===== config.mk =====
export PLATFORM = sky130hd
export DESIGN_NAME = game_inputs
export DESIGN_NICKNAME = d
export VERILOG_FILES = /design/src/board_pkg.sv /design/src/ctrl_pkg.sv /design/src/joy_if.sv /design/src/joy_4way.sv /design/src/joy_sync.sv /design/src/joy_mapper.sv /design/src/board_ctrl.sv /design/src/game_inputs.sv
export SDC_FILE = /design/constraint.sdc
export NUM_CORES = 1
export LEC_CHECK = 0
export ABC_AREA = 1
export BUFFER_PORTS_ARGS = -buffer_cell sky130_fd_sc_hd__buf_2
export CORE_MARGIN = 2
export CORE_UTILIZATION = 43
export CTS_CLUSTER_SIZE = 14
export DETAILED_ROUTE_END_ITERATION = 10
export PLACE_DENSITY = 0.78
export SLEW_MARGIN = 40
export SYNTH_ARGS = -nofsm -noshare
export SYNTH_HDL_FRONTEND = slang
export SYNTH_SLANG_ARGS = --single-unit

===== constraint.sdc =====
create_clock -name clk_sys -period 1.47 [get_ports clk_sys]
set_input_delay 0.0735 -clock clk_sys [delete_from_list [all_inputs] [get_ports clk_sys]]
set_output_delay 0.0735 -clock clk_sys [all_outputs]
set_load 0.05 [all_outputs]

===== src/board_pkg.sv =====
package board_pkg;

    // player count and word widths
    localparam int NUM_PLAYERS = 4;
    localparam int KEY_PLAYERS = 3;
    localparam int BOARD_JOY_W = 16;
    localparam int GAME_JOY_W  = 10;
    localparam int DIR_W       = 4;

    // buttons after the four directions, then start, coin and pause
    localparam int BUTTONS   = 2;
    localparam int START_BIT = 6 + (BUTTONS - 2);
    localparam int COIN_BIT  = 7 + (BUTTONS - 2);
    localparam int PAUSE_BIT = 8 + (BUTTONS - 2);

    // game core expects active-low inputs
    localparam logic INPUTS_ACTIVE_LOW = 1'b1;

    typedef logic [BOARD_JOY_W-1:0] board_word_t;
    typedef logic [GAME_JOY_W-1:0]  game_joy_t;
    typedef logic [DIR_W-1:0]       dir_t;

endpackage


===== src/ctrl_pkg.sv =====
package ctrl_pkg;

    // core mode word from the OSD
    localparam int CORE_MOD_W = 7;
    localparam int EN4WAY_BIT = 1;

    // graphics layers
    localparam int NUM_GFX = 4;

    typedef logic [NUM_GFX-1:0] gfx_mask_t;

    // every layer enabled out of reset
    localparam gfx_mask_t GFX_EN_RESET = '1;

endpackage


===== src/joy_if.sv =====
`timescale 1ns/1ps

interface joy_if import board_pkg::*; ();

    // synchronised board words, one per player
    board_word_t word [NUM_PLAYERS];

    // high once the sync stage runs out of reset
    logic valid;

    modport source (
        output word,
        output valid
    );

    modport sink (
        input word,
        input valid
    );

endinterface


===== src/joy_4way.sv =====
`timescale 1ns/1ps

module joy_4way import board_pkg::*; (
    input  logic clk_sys,
    input  logic rst,
    input  logic enable,
    input  dir_t dir_in,
    output dir_t dir_out
);

    logic single_dir;

    // zero or one direction pressed
    assign single_dir = ((dir_in & (dir_in - 1'b1)) == '0);

    always_ff @(posedge clk_sys) begin
        if (rst) begin
            dir_out <= '0;
        end else if (!enable || single_dir) begin
            dir_out <= dir_in;
        end
        // diagonals keep the last single direction
    end

    // once clean under the filter, the output stays clean while it is on
    a_stays_4way : assert property (
        @(posedge clk_sys) disable iff (rst)
        $past(enable) && $onehot0($past(dir_out)) |-> $onehot0(dir_out)
    );

endmodule


===== src/joy_sync.sv =====
`timescale 1ns/1ps

module joy_sync import board_pkg::*, ctrl_pkg::*; (
    input  logic                  clk_sys,
    input  logic                  rst,
    input  logic [CORE_MOD_W-1:0] core_mod,
    input  board_word_t           board_joystick [NUM_PLAYERS],
    joy_if.source                 joy
);

    logic en4way;
    dir_t dir_filt [NUM_PLAYERS];

    assign en4way = core_mod[EN4WAY_BIT];

    // one direction filter per player
    for (genvar p = 0; p < NUM_PLAYERS; p++) begin : g_filter
        joy_4way u_4way (
            .clk_sys (clk_sys),
            .rst     (rst),
            .enable  (en4way),
            .dir_in  (board_joystick[p][DIR_W-1:0]),
            .dir_out (dir_filt[p])
        );
    end

    // upper bits straight from the board, directions from the filter
    always_ff @(posedge clk_sys) begin
        for (int p = 0; p < NUM_PLAYERS; p++) begin
            joy.word[p] <= {board_joystick[p][BOARD_JOY_W-1:DIR_W], dir_filt[p]};
        end
    end

    always_ff @(posedge clk_sys) begin
        if (rst) begin
            joy.valid <= 1'b0;
        end else begin
            joy.valid <= 1'b1;
        end
    end

endmodule


===== src/joy_mapper.sv =====
`timescale 1ns/1ps

module joy_mapper import board_pkg::*; (
    input  logic                   clk_sys,
    input  logic                   rst,
    joy_if.sink                    joy,
    input  game_joy_t              key_joy [KEY_PLAYERS],
    input  logic [NUM_PLAYERS-1:0] key_coin,
    input  logic [NUM_PLAYERS-1:0] key_start,
    input  logic                   rot_control,
    input  logic                   dip_flip,
    output game_joy_t              game_joystick [NUM_PLAYERS],
    output logic [NUM_PLAYERS-1:0] game_coin,
    output logic [NUM_PLAYERS-1:0] game_start
);

    game_joy_t              merged [NUM_PLAYERS];
    logic [NUM_PLAYERS-1:0] coin_joy;
    logic [NUM_PLAYERS-1:0] start_joy;

    // swap direction bits for vertical games
    function automatic game_joy_t apply_rotation(
        input game_joy_t joy_in,
        input logic      rot,
        input logic      flip
    );
        game_joy_t rotated;
        rotated = joy_in;
        if (rot) begin
            if (flip) begin
                rotated[DIR_W-1:0] = {joy_in[1], joy_in[0], joy_in[2], joy_in[3]};
            end else begin
                rotated[DIR_W-1:0] = {joy_in[0], joy_in[1], joy_in[3], joy_in[2]};
            end
        end
        return rotated;
    endfunction

    for (genvar p = 0; p < NUM_PLAYERS; p++) begin : g_player
        // keyboard only covers the first players
        if (p < KEY_PLAYERS) begin : g_key
            assign merged[p] = joy.word[p][GAME_JOY_W-1:0] | key_joy[p];
        end else begin : g_board
            assign merged[p] = joy.word[p][GAME_JOY_W-1:0];
        end
        assign coin_joy[p]  = joy.word[p][COIN_BIT];
        assign start_joy[p] = joy.word[p][START_BIT];
    end

    always_ff @(posedge clk_sys) begin
        if (rst) begin
            for (int p = 0; p < NUM_PLAYERS; p++) begin
                game_joystick[p] <= '0;
            end
            game_coin  <= '0;
            game_start <= '0;
        end else if (joy.valid) begin
            for (int p = 0; p < NUM_PLAYERS; p++) begin
                game_joystick[p] <= {GAME_JOY_W{INPUTS_ACTIVE_LOW}}
                    ^ apply_rotation(merged[p], rot_control, !dip_flip);
            end
            // merged before inversion
            game_coin  <= {NUM_PLAYERS{INPUTS_ACTIVE_LOW}} ^ (coin_joy | key_coin);
            game_start <= {NUM_PLAYERS{INPUTS_ACTIVE_LOW}} ^ (start_joy | key_start);
        end
    end

    for (genvar p = 0; p < NUM_PLAYERS; p++) begin : g_chk
        a_joy_known : assert property (
            @(posedge clk_sys) disable iff (rst)
            joy.valid |=> !$isunknown({game_joystick[p], game_coin[p], game_start[p]})
        );
    end

endmodule


===== src/board_ctrl.sv =====
`timescale 1ns/1ps

module board_ctrl import board_pkg::*, ctrl_pkg::*; (
    input  logic      clk_sys,
    input  logic      rst,
    joy_if.sink       joy,
    input  logic      key_pause,
    input  logic      key_reset,
    input  logic      key_service,
    input  logic      osd_pause,
    input  logic      downloading,
    input  gfx_mask_t key_gfx,
    output logic      game_pause,
    output logic      soft_rst,
    output logic      game_service,
    output gfx_mask_t gfx_en
);

    logic      joy_pause;
    logic      last_key_pause;
    logic      last_joy_pause;
    logic      last_osd_pause;
    logic      last_key_reset;
    gfx_mask_t last_gfx;
    logic      pause_rise;
    logic      osd_change;

    // pause button on either of the first two sticks
    assign joy_pause = joy.word[0][PAUSE_BIT] | joy.word[1][PAUSE_BIT];

    assign pause_rise = (key_pause && !last_key_pause) || (joy_pause && !last_joy_pause);
    assign osd_change = osd_pause != last_osd_pause;

    // previous values for edge detection
    always_ff @(posedge clk_sys) begin
        last_key_pause <= key_pause;
        last_joy_pause <= joy_pause;
        last_osd_pause <= osd_pause;
        last_key_reset <= key_reset;
        last_gfx       <= key_gfx;
    end

    always_ff @(posedge clk_sys) begin
        if (rst) begin
            game_pause   <= 1'b0;
            soft_rst     <= 1'b0;
            gfx_en       <= GFX_EN_RESET;
            game_service <= INPUTS_ACTIVE_LOW;
        end else begin
            soft_rst <= key_reset && !last_key_reset;

            for (int i = 0; i < NUM_GFX; i++) begin
                if (key_gfx[i] && !last_gfx[i]) begin
                    gfx_en[i] <= !gfx_en[i];
                end
            end

            // download wins, then the OSD level, then a toggle
            if (downloading) begin
                game_pause <= 1'b0;
            end else if (osd_change) begin
                game_pause <= osd_pause;
            end else if (pause_rise) begin
                game_pause <= !game_pause;
            end

            game_service <= key_service ^ INPUTS_ACTIVE_LOW;
        end
    end

    a_soft_rst_pulse : assert property (
        @(posedge clk_sys) disable iff (rst)
        soft_rst |=> !soft_rst
    );

    a_download_unpause : assert property (
        @(posedge clk_sys) disable iff (rst)
        downloading |=> !game_pause
    );

endmodule


===== src/game_inputs.sv =====
`timescale 1ns/1ps

module game_inputs import board_pkg::*, ctrl_pkg::*; (
    input  logic                   clk_sys,
    input  logic                   rst,
    input  logic [CORE_MOD_W-1:0]  core_mod,
    input  board_word_t            board_joystick1,
    input  board_word_t            board_joystick2,
    input  board_word_t            board_joystick3,
    input  board_word_t            board_joystick4,
    input  game_joy_t              key_joy1,
    input  game_joy_t              key_joy2,
    input  game_joy_t              key_joy3,
    input  logic [NUM_PLAYERS-1:0] key_start,
    input  logic [NUM_PLAYERS-1:0] key_coin,
    input  logic                   key_pause,
    input  logic                   key_reset,
    input  logic                   key_service,
    input  logic                   osd_pause,
    input  logic                   downloading,
    input  logic                   rot_control,
    input  logic                   dip_flip,
    input  gfx_mask_t              key_gfx,
    output game_joy_t              game_joystick1,
    output game_joy_t              game_joystick2,
    output game_joy_t              game_joystick3,
    output game_joy_t              game_joystick4,
    output logic [NUM_PLAYERS-1:0] game_coin,
    output logic [NUM_PLAYERS-1:0] game_start,
    output logic                   game_pause,
    output logic                   soft_rst,
    output logic                   game_service,
    output gfx_mask_t              gfx_en
);

    board_word_t board_joy [NUM_PLAYERS];
    game_joy_t   key_joy   [KEY_PLAYERS];
    game_joy_t   game_joy  [NUM_PLAYERS];

    // flat ports to player arrays
    assign board_joy[0] = board_joystick1;
    assign board_joy[1] = board_joystick2;
    assign board_joy[2] = board_joystick3;
    assign board_joy[3] = board_joystick4;

    assign key_joy[0] = key_joy1;
    assign key_joy[1] = key_joy2;
    assign key_joy[2] = key_joy3;

    assign game_joystick1 = game_joy[0];
    assign game_joystick2 = game_joy[1];
    assign game_joystick3 = game_joy[2];
    assign game_joystick4 = game_joy[3];

    joy_if u_joy ();

    joy_sync u_sync (
        .clk_sys        (clk_sys),
        .rst            (rst),
        .core_mod       (core_mod),
        .board_joystick (board_joy),
        .joy            (u_joy.source)
    );

    joy_mapper u_mapper (
        .clk_sys       (clk_sys),
        .rst           (rst),
        .joy           (u_joy.sink),
        .key_joy       (key_joy),
        .key_coin      (key_coin),
        .key_start     (key_start),
        .rot_control   (rot_control),
        .dip_flip      (dip_flip),
        .game_joystick (game_joy),
        .game_coin     (game_coin),
        .game_start    (game_start)
    );

    board_ctrl u_ctrl (
        .clk_sys      (clk_sys),
        .rst          (rst),
        .joy          (u_joy.sink),
        .key_pause    (key_pause),
        .key_reset    (key_reset),
        .key_service  (key_service),
        .osd_pause    (osd_pause),
        .downloading  (downloading),
        .key_gfx      (key_gfx),
        .game_pause   (game_pause),
        .soft_rst     (soft_rst),
        .game_service (game_service),
        .gfx_en       (gfx_en)
    );

endmodule


==> flow_metrics.env <==
export IMPL_grtUsageMet2_pct=42.8
export IMPL_io_pins=177
export IMPL_antenna_found_initial=0
export IMPL_path_common_cell="dlygate4sd3_1"
export IMPL_powerDensity_mw_per_mm2=1320
export IMPL_crit_chain="dlygate4sd3_1, buf_2, inv_1, nand3_2, nand2_2, nand2_1, a21oi_1, dlygate4sd3_1"
export IMPL_final_common_cell="buf_2"
export IMPL_status="finished, final reports clean"
export IMPL_criticalPathCategory="primary input to flip-flop"
export IMPL_synth_seq_area_share_pct=58.9
export IMPL_clockBufferDepth=2
export IMPL_grt_usage_pct=23.5
export IMPL_multi_input_area_mm2=0.00145
export IMPL_core_area_mm2=0.00920
export IMPL_fmax_mhz=696
export IMPL_gr_total_overflow=0
export IMPL_worstReg2RegStart="u_sync.joy.word[51]$_DFF_P_"
export IMPL_area_delta_synth_final_pct=58.4
export IMPL_cts_buffers_inserted=17
export IMPL_yosysWarnings=0
export IMPL_routed_via_count=4287
export IMPL_power_leakage_uw=0.00298
export IMPL_n_antenna_cell=0
export IMPL_postSynthAreaPerCell_um2=8.54
export IMPL_cp_max_fo=4
export IMPL_grt_setup_unrepaired="no"
export IMPL_worstMarginPinSlew_ps=342
export IMPL_start_util_pct=44.3
export IMPL_maxCapViolations=0
export IMPL_routabilityCongestion=0.777
export IMPL_vias_per_cell=5.04
export IMPL_syn_cell_area_mm2=0.00408
export IMPL_grt_pass1_vias=4235
export IMPL_final_seq_area_mm2=0.00240
export IMPL_slew_viol_final=0
export IMPL_layout_common_cells="146 x buf_2, 120 x dfxtp_1, 103 x dlygate4sd3_1, 77 x nand2_1, 70 x a21oi_1"
export IMPL_synth_area_top_cells="dfxtp_1 59%, a21oi_1 8.6%, nand2_1 7.2%"
export IMPL_yosysTopAreaCellShare_pct=58.9
export IMPL_numPortBuffers=146
export IMPL_grt_use_met3_pct=6.83
export IMPL_first_pass_iters=4
export IMPL_endpoint_kind="flip-flop"
export IMPL_num_fill_cells=692
export IMPL_htreeDepth=4
export IMPL_cts_sinks=120
export IMPL_grt_met1_usage_pct=24.4
export IMPL_die_w_um=101
export IMPL_syn_instance_count=477
export IMPL_post_drt_wl_per_cell_um=14.1
export IMPL_grt_pass1_wl_mm=18.9
export IMPL_cts_root_buf="clkbuf_8"
export IMPL_critPathArrivalTime_ps=1880
export IMPL_post_route_min_period_ps=1440
export IMPL_nets=848
export IMPL_yosysTopAreaCell="dfxtp_1"
export IMPL_final_cell_area_mm2=0.00645
export IMPL_hold_path_class="primary input to flip-flop"
export IMPL_holdWs_ps=82.4
export IMPL_clk_latency_ps=510
export IMPL_cts_setup_buffers=0
export IMPL_worst_clock_skew_ps=5.33
export IMPL_die_h_um=101
export IMPL_ys_seq_elements=120
export IMPL_crit_slowest_cell="dlygate4sd3_1"
export IMPL_dieArea_mm2=0.0103
export IMPL_finalWirelength_mm=12.0
export IMPL_critPathLaunch="board_joystick3[1]"
export IMPL_yosysUniqueCellTypes=21
export IMPL_drtAntennaViolNets=0
export IMPL_cts_tree="built"
export IMPL_hpwl_mm=6.88
export IMPL_critPathMaxStageDelay_ps=570
export IMPL_crit_path_start_kind="primary input"
export IMPL_hp_start="dip_flip"
export IMPL_tns_ps=0
export IMPL_fin_crit_sh_pct=97.7
export IMPL_placed_cell_area_mm2=0.00485
export IMPL_final_hold_violation_count=0
export IMPL_grt_max_degree=37
export IMPL_grt_busiest_layer="met2"
export IMPL_syn_num_nets=599
export IMPL_maxSlewHeadroom_pct=77.2
export IMPL_path_clk_slew_ps=60
export IMPL_drive_gt1_share_pct=26.0
export IMPL_peakVddDrop_v=0.00116
export IMPL_setup_viol=0
export IMPL_crit_required_ps=1920
export IMPL_post_route_drc_count=0
export IMPL_fp_row_count=35
export IMPL_drt_initial_drc_count=168
## flip-flops by register name (all words and copies together) (netlist names)
register	flops
u_ctrl.game_pause	1
u_ctrl.gfx_en	4
u_sync.joy.word	40
u_mapper.game_joystick	40
u_ctrl.last_osd_pause	1
u_ctrl.game_service	1
u_ctrl.soft_rst	1
u_ctrl.last_gfx	4
u_ctrl.last_joy_pause	1
u_sync.g_filter.u_4way.dir_out	16
u_ctrl.last_key_pause	1
u_ctrl.last_key_reset	1
u_mapper.game_coin	4
u_mapper.game_start	4
u_sync.joy.valid	1
## timing repair
item / CTS / global route
hold buffers: 103 / 0
gates resized for setup: 0 / 6
setup endpoints to repair: 0 / 7
endpoints found under the hold margin: 93 / 0
## cells by family (layout without fill, tap and decap cells)
| group | Yosys count | in the layout | share of synthesized area (%) |
|---|---|---|---|
| and+or+nand+nor | 185 | 185 | 19.0 |
| DFF | 120 | 120 | 58.9 |
| buffers and inverters | 48 | 310 | 5.89 |
| AOI/OAI and AO/OA | 124 | 124 | 16.2 |
## metrics by stage
step / util, % / instances / power [µW] / setup slack [ps]
after floorplan: - / 477 / 4230 / 454
after global placement: 52.7 / 715 / 4490 / 395
after detailed placement: 52.7 / 715 / 4520 / 336
after CTS: 70.0 / 850 / 8560 / 128
after global routing: 70.2 / 850 / 8860 / 7.22
final: 70.2 / 850 / 8540 / 33.8
## path summary, 6_finish.rpt
check                                                                    endpoint  slack [ps]  cells after the start
worst max-delay path            u_sync.g_filter[2].u_4way.dir_out[2]$_SDFFE_PP0P_          30                      8
worst min-delay path                       u_mapper.game_joystick[2]$_SDFFE_PP0P_          80                      3
worst max register to register            u_mapper.game_joystick[30]$_SDFFE_PP0P_         100                      4
worst min register to register                        u_sync.joy.word[16]$_DFF_P_         350                      0
## cell usage after synthesis
master	n
a211oi_1	1
o21a_1	2
clkbuf_2	2
o21ai_0	39
nor3_1	16
or2_2	2
buf_6	5
a21oi_1	70
nand3b_1	4
inv_1	21
o211ai_1	12
buf_2	13
buf_4	1
clkbuf_1	4
nand4_1	8
inv_2	2
nor2_1	63
nand2_1	78
dfxtp_1	120
or2_1	2
nand3_1	12
## report_power, final
part	switching (µW)	total [µW]	internal (µW)
logic	702	1170	473
clock network	1550	3820	2270
registers	96.8	3550	3450
## metal layers
metal  up-vias  part of all wire (%)
met4         0                   3.2
met5         -                     0
met3        43                   5.2
met1      1986                    39
li1       2096                     -
met2       162                    53
## cell type report
class,instances,area share [%]
Sequential cell,120,37.2
Timing Repair Buffer,255,28.2
Multi-Input combinational cell,309,22.5
Clock buffer,17,6.42
Clock inverter,15,2.23
Tap cell,111,2.15
Inverter,23,1.34
## worst max-delay path: cells and delay by family
kind | cells | cell delay, ps
AO/OA/AOI/OAI | 1 | 160
buffers and inverters | 4 | 1350
AND/OR/NAND/NOR | 3 | 300
No activity file was read; power rests on OpenSTA's default activity.
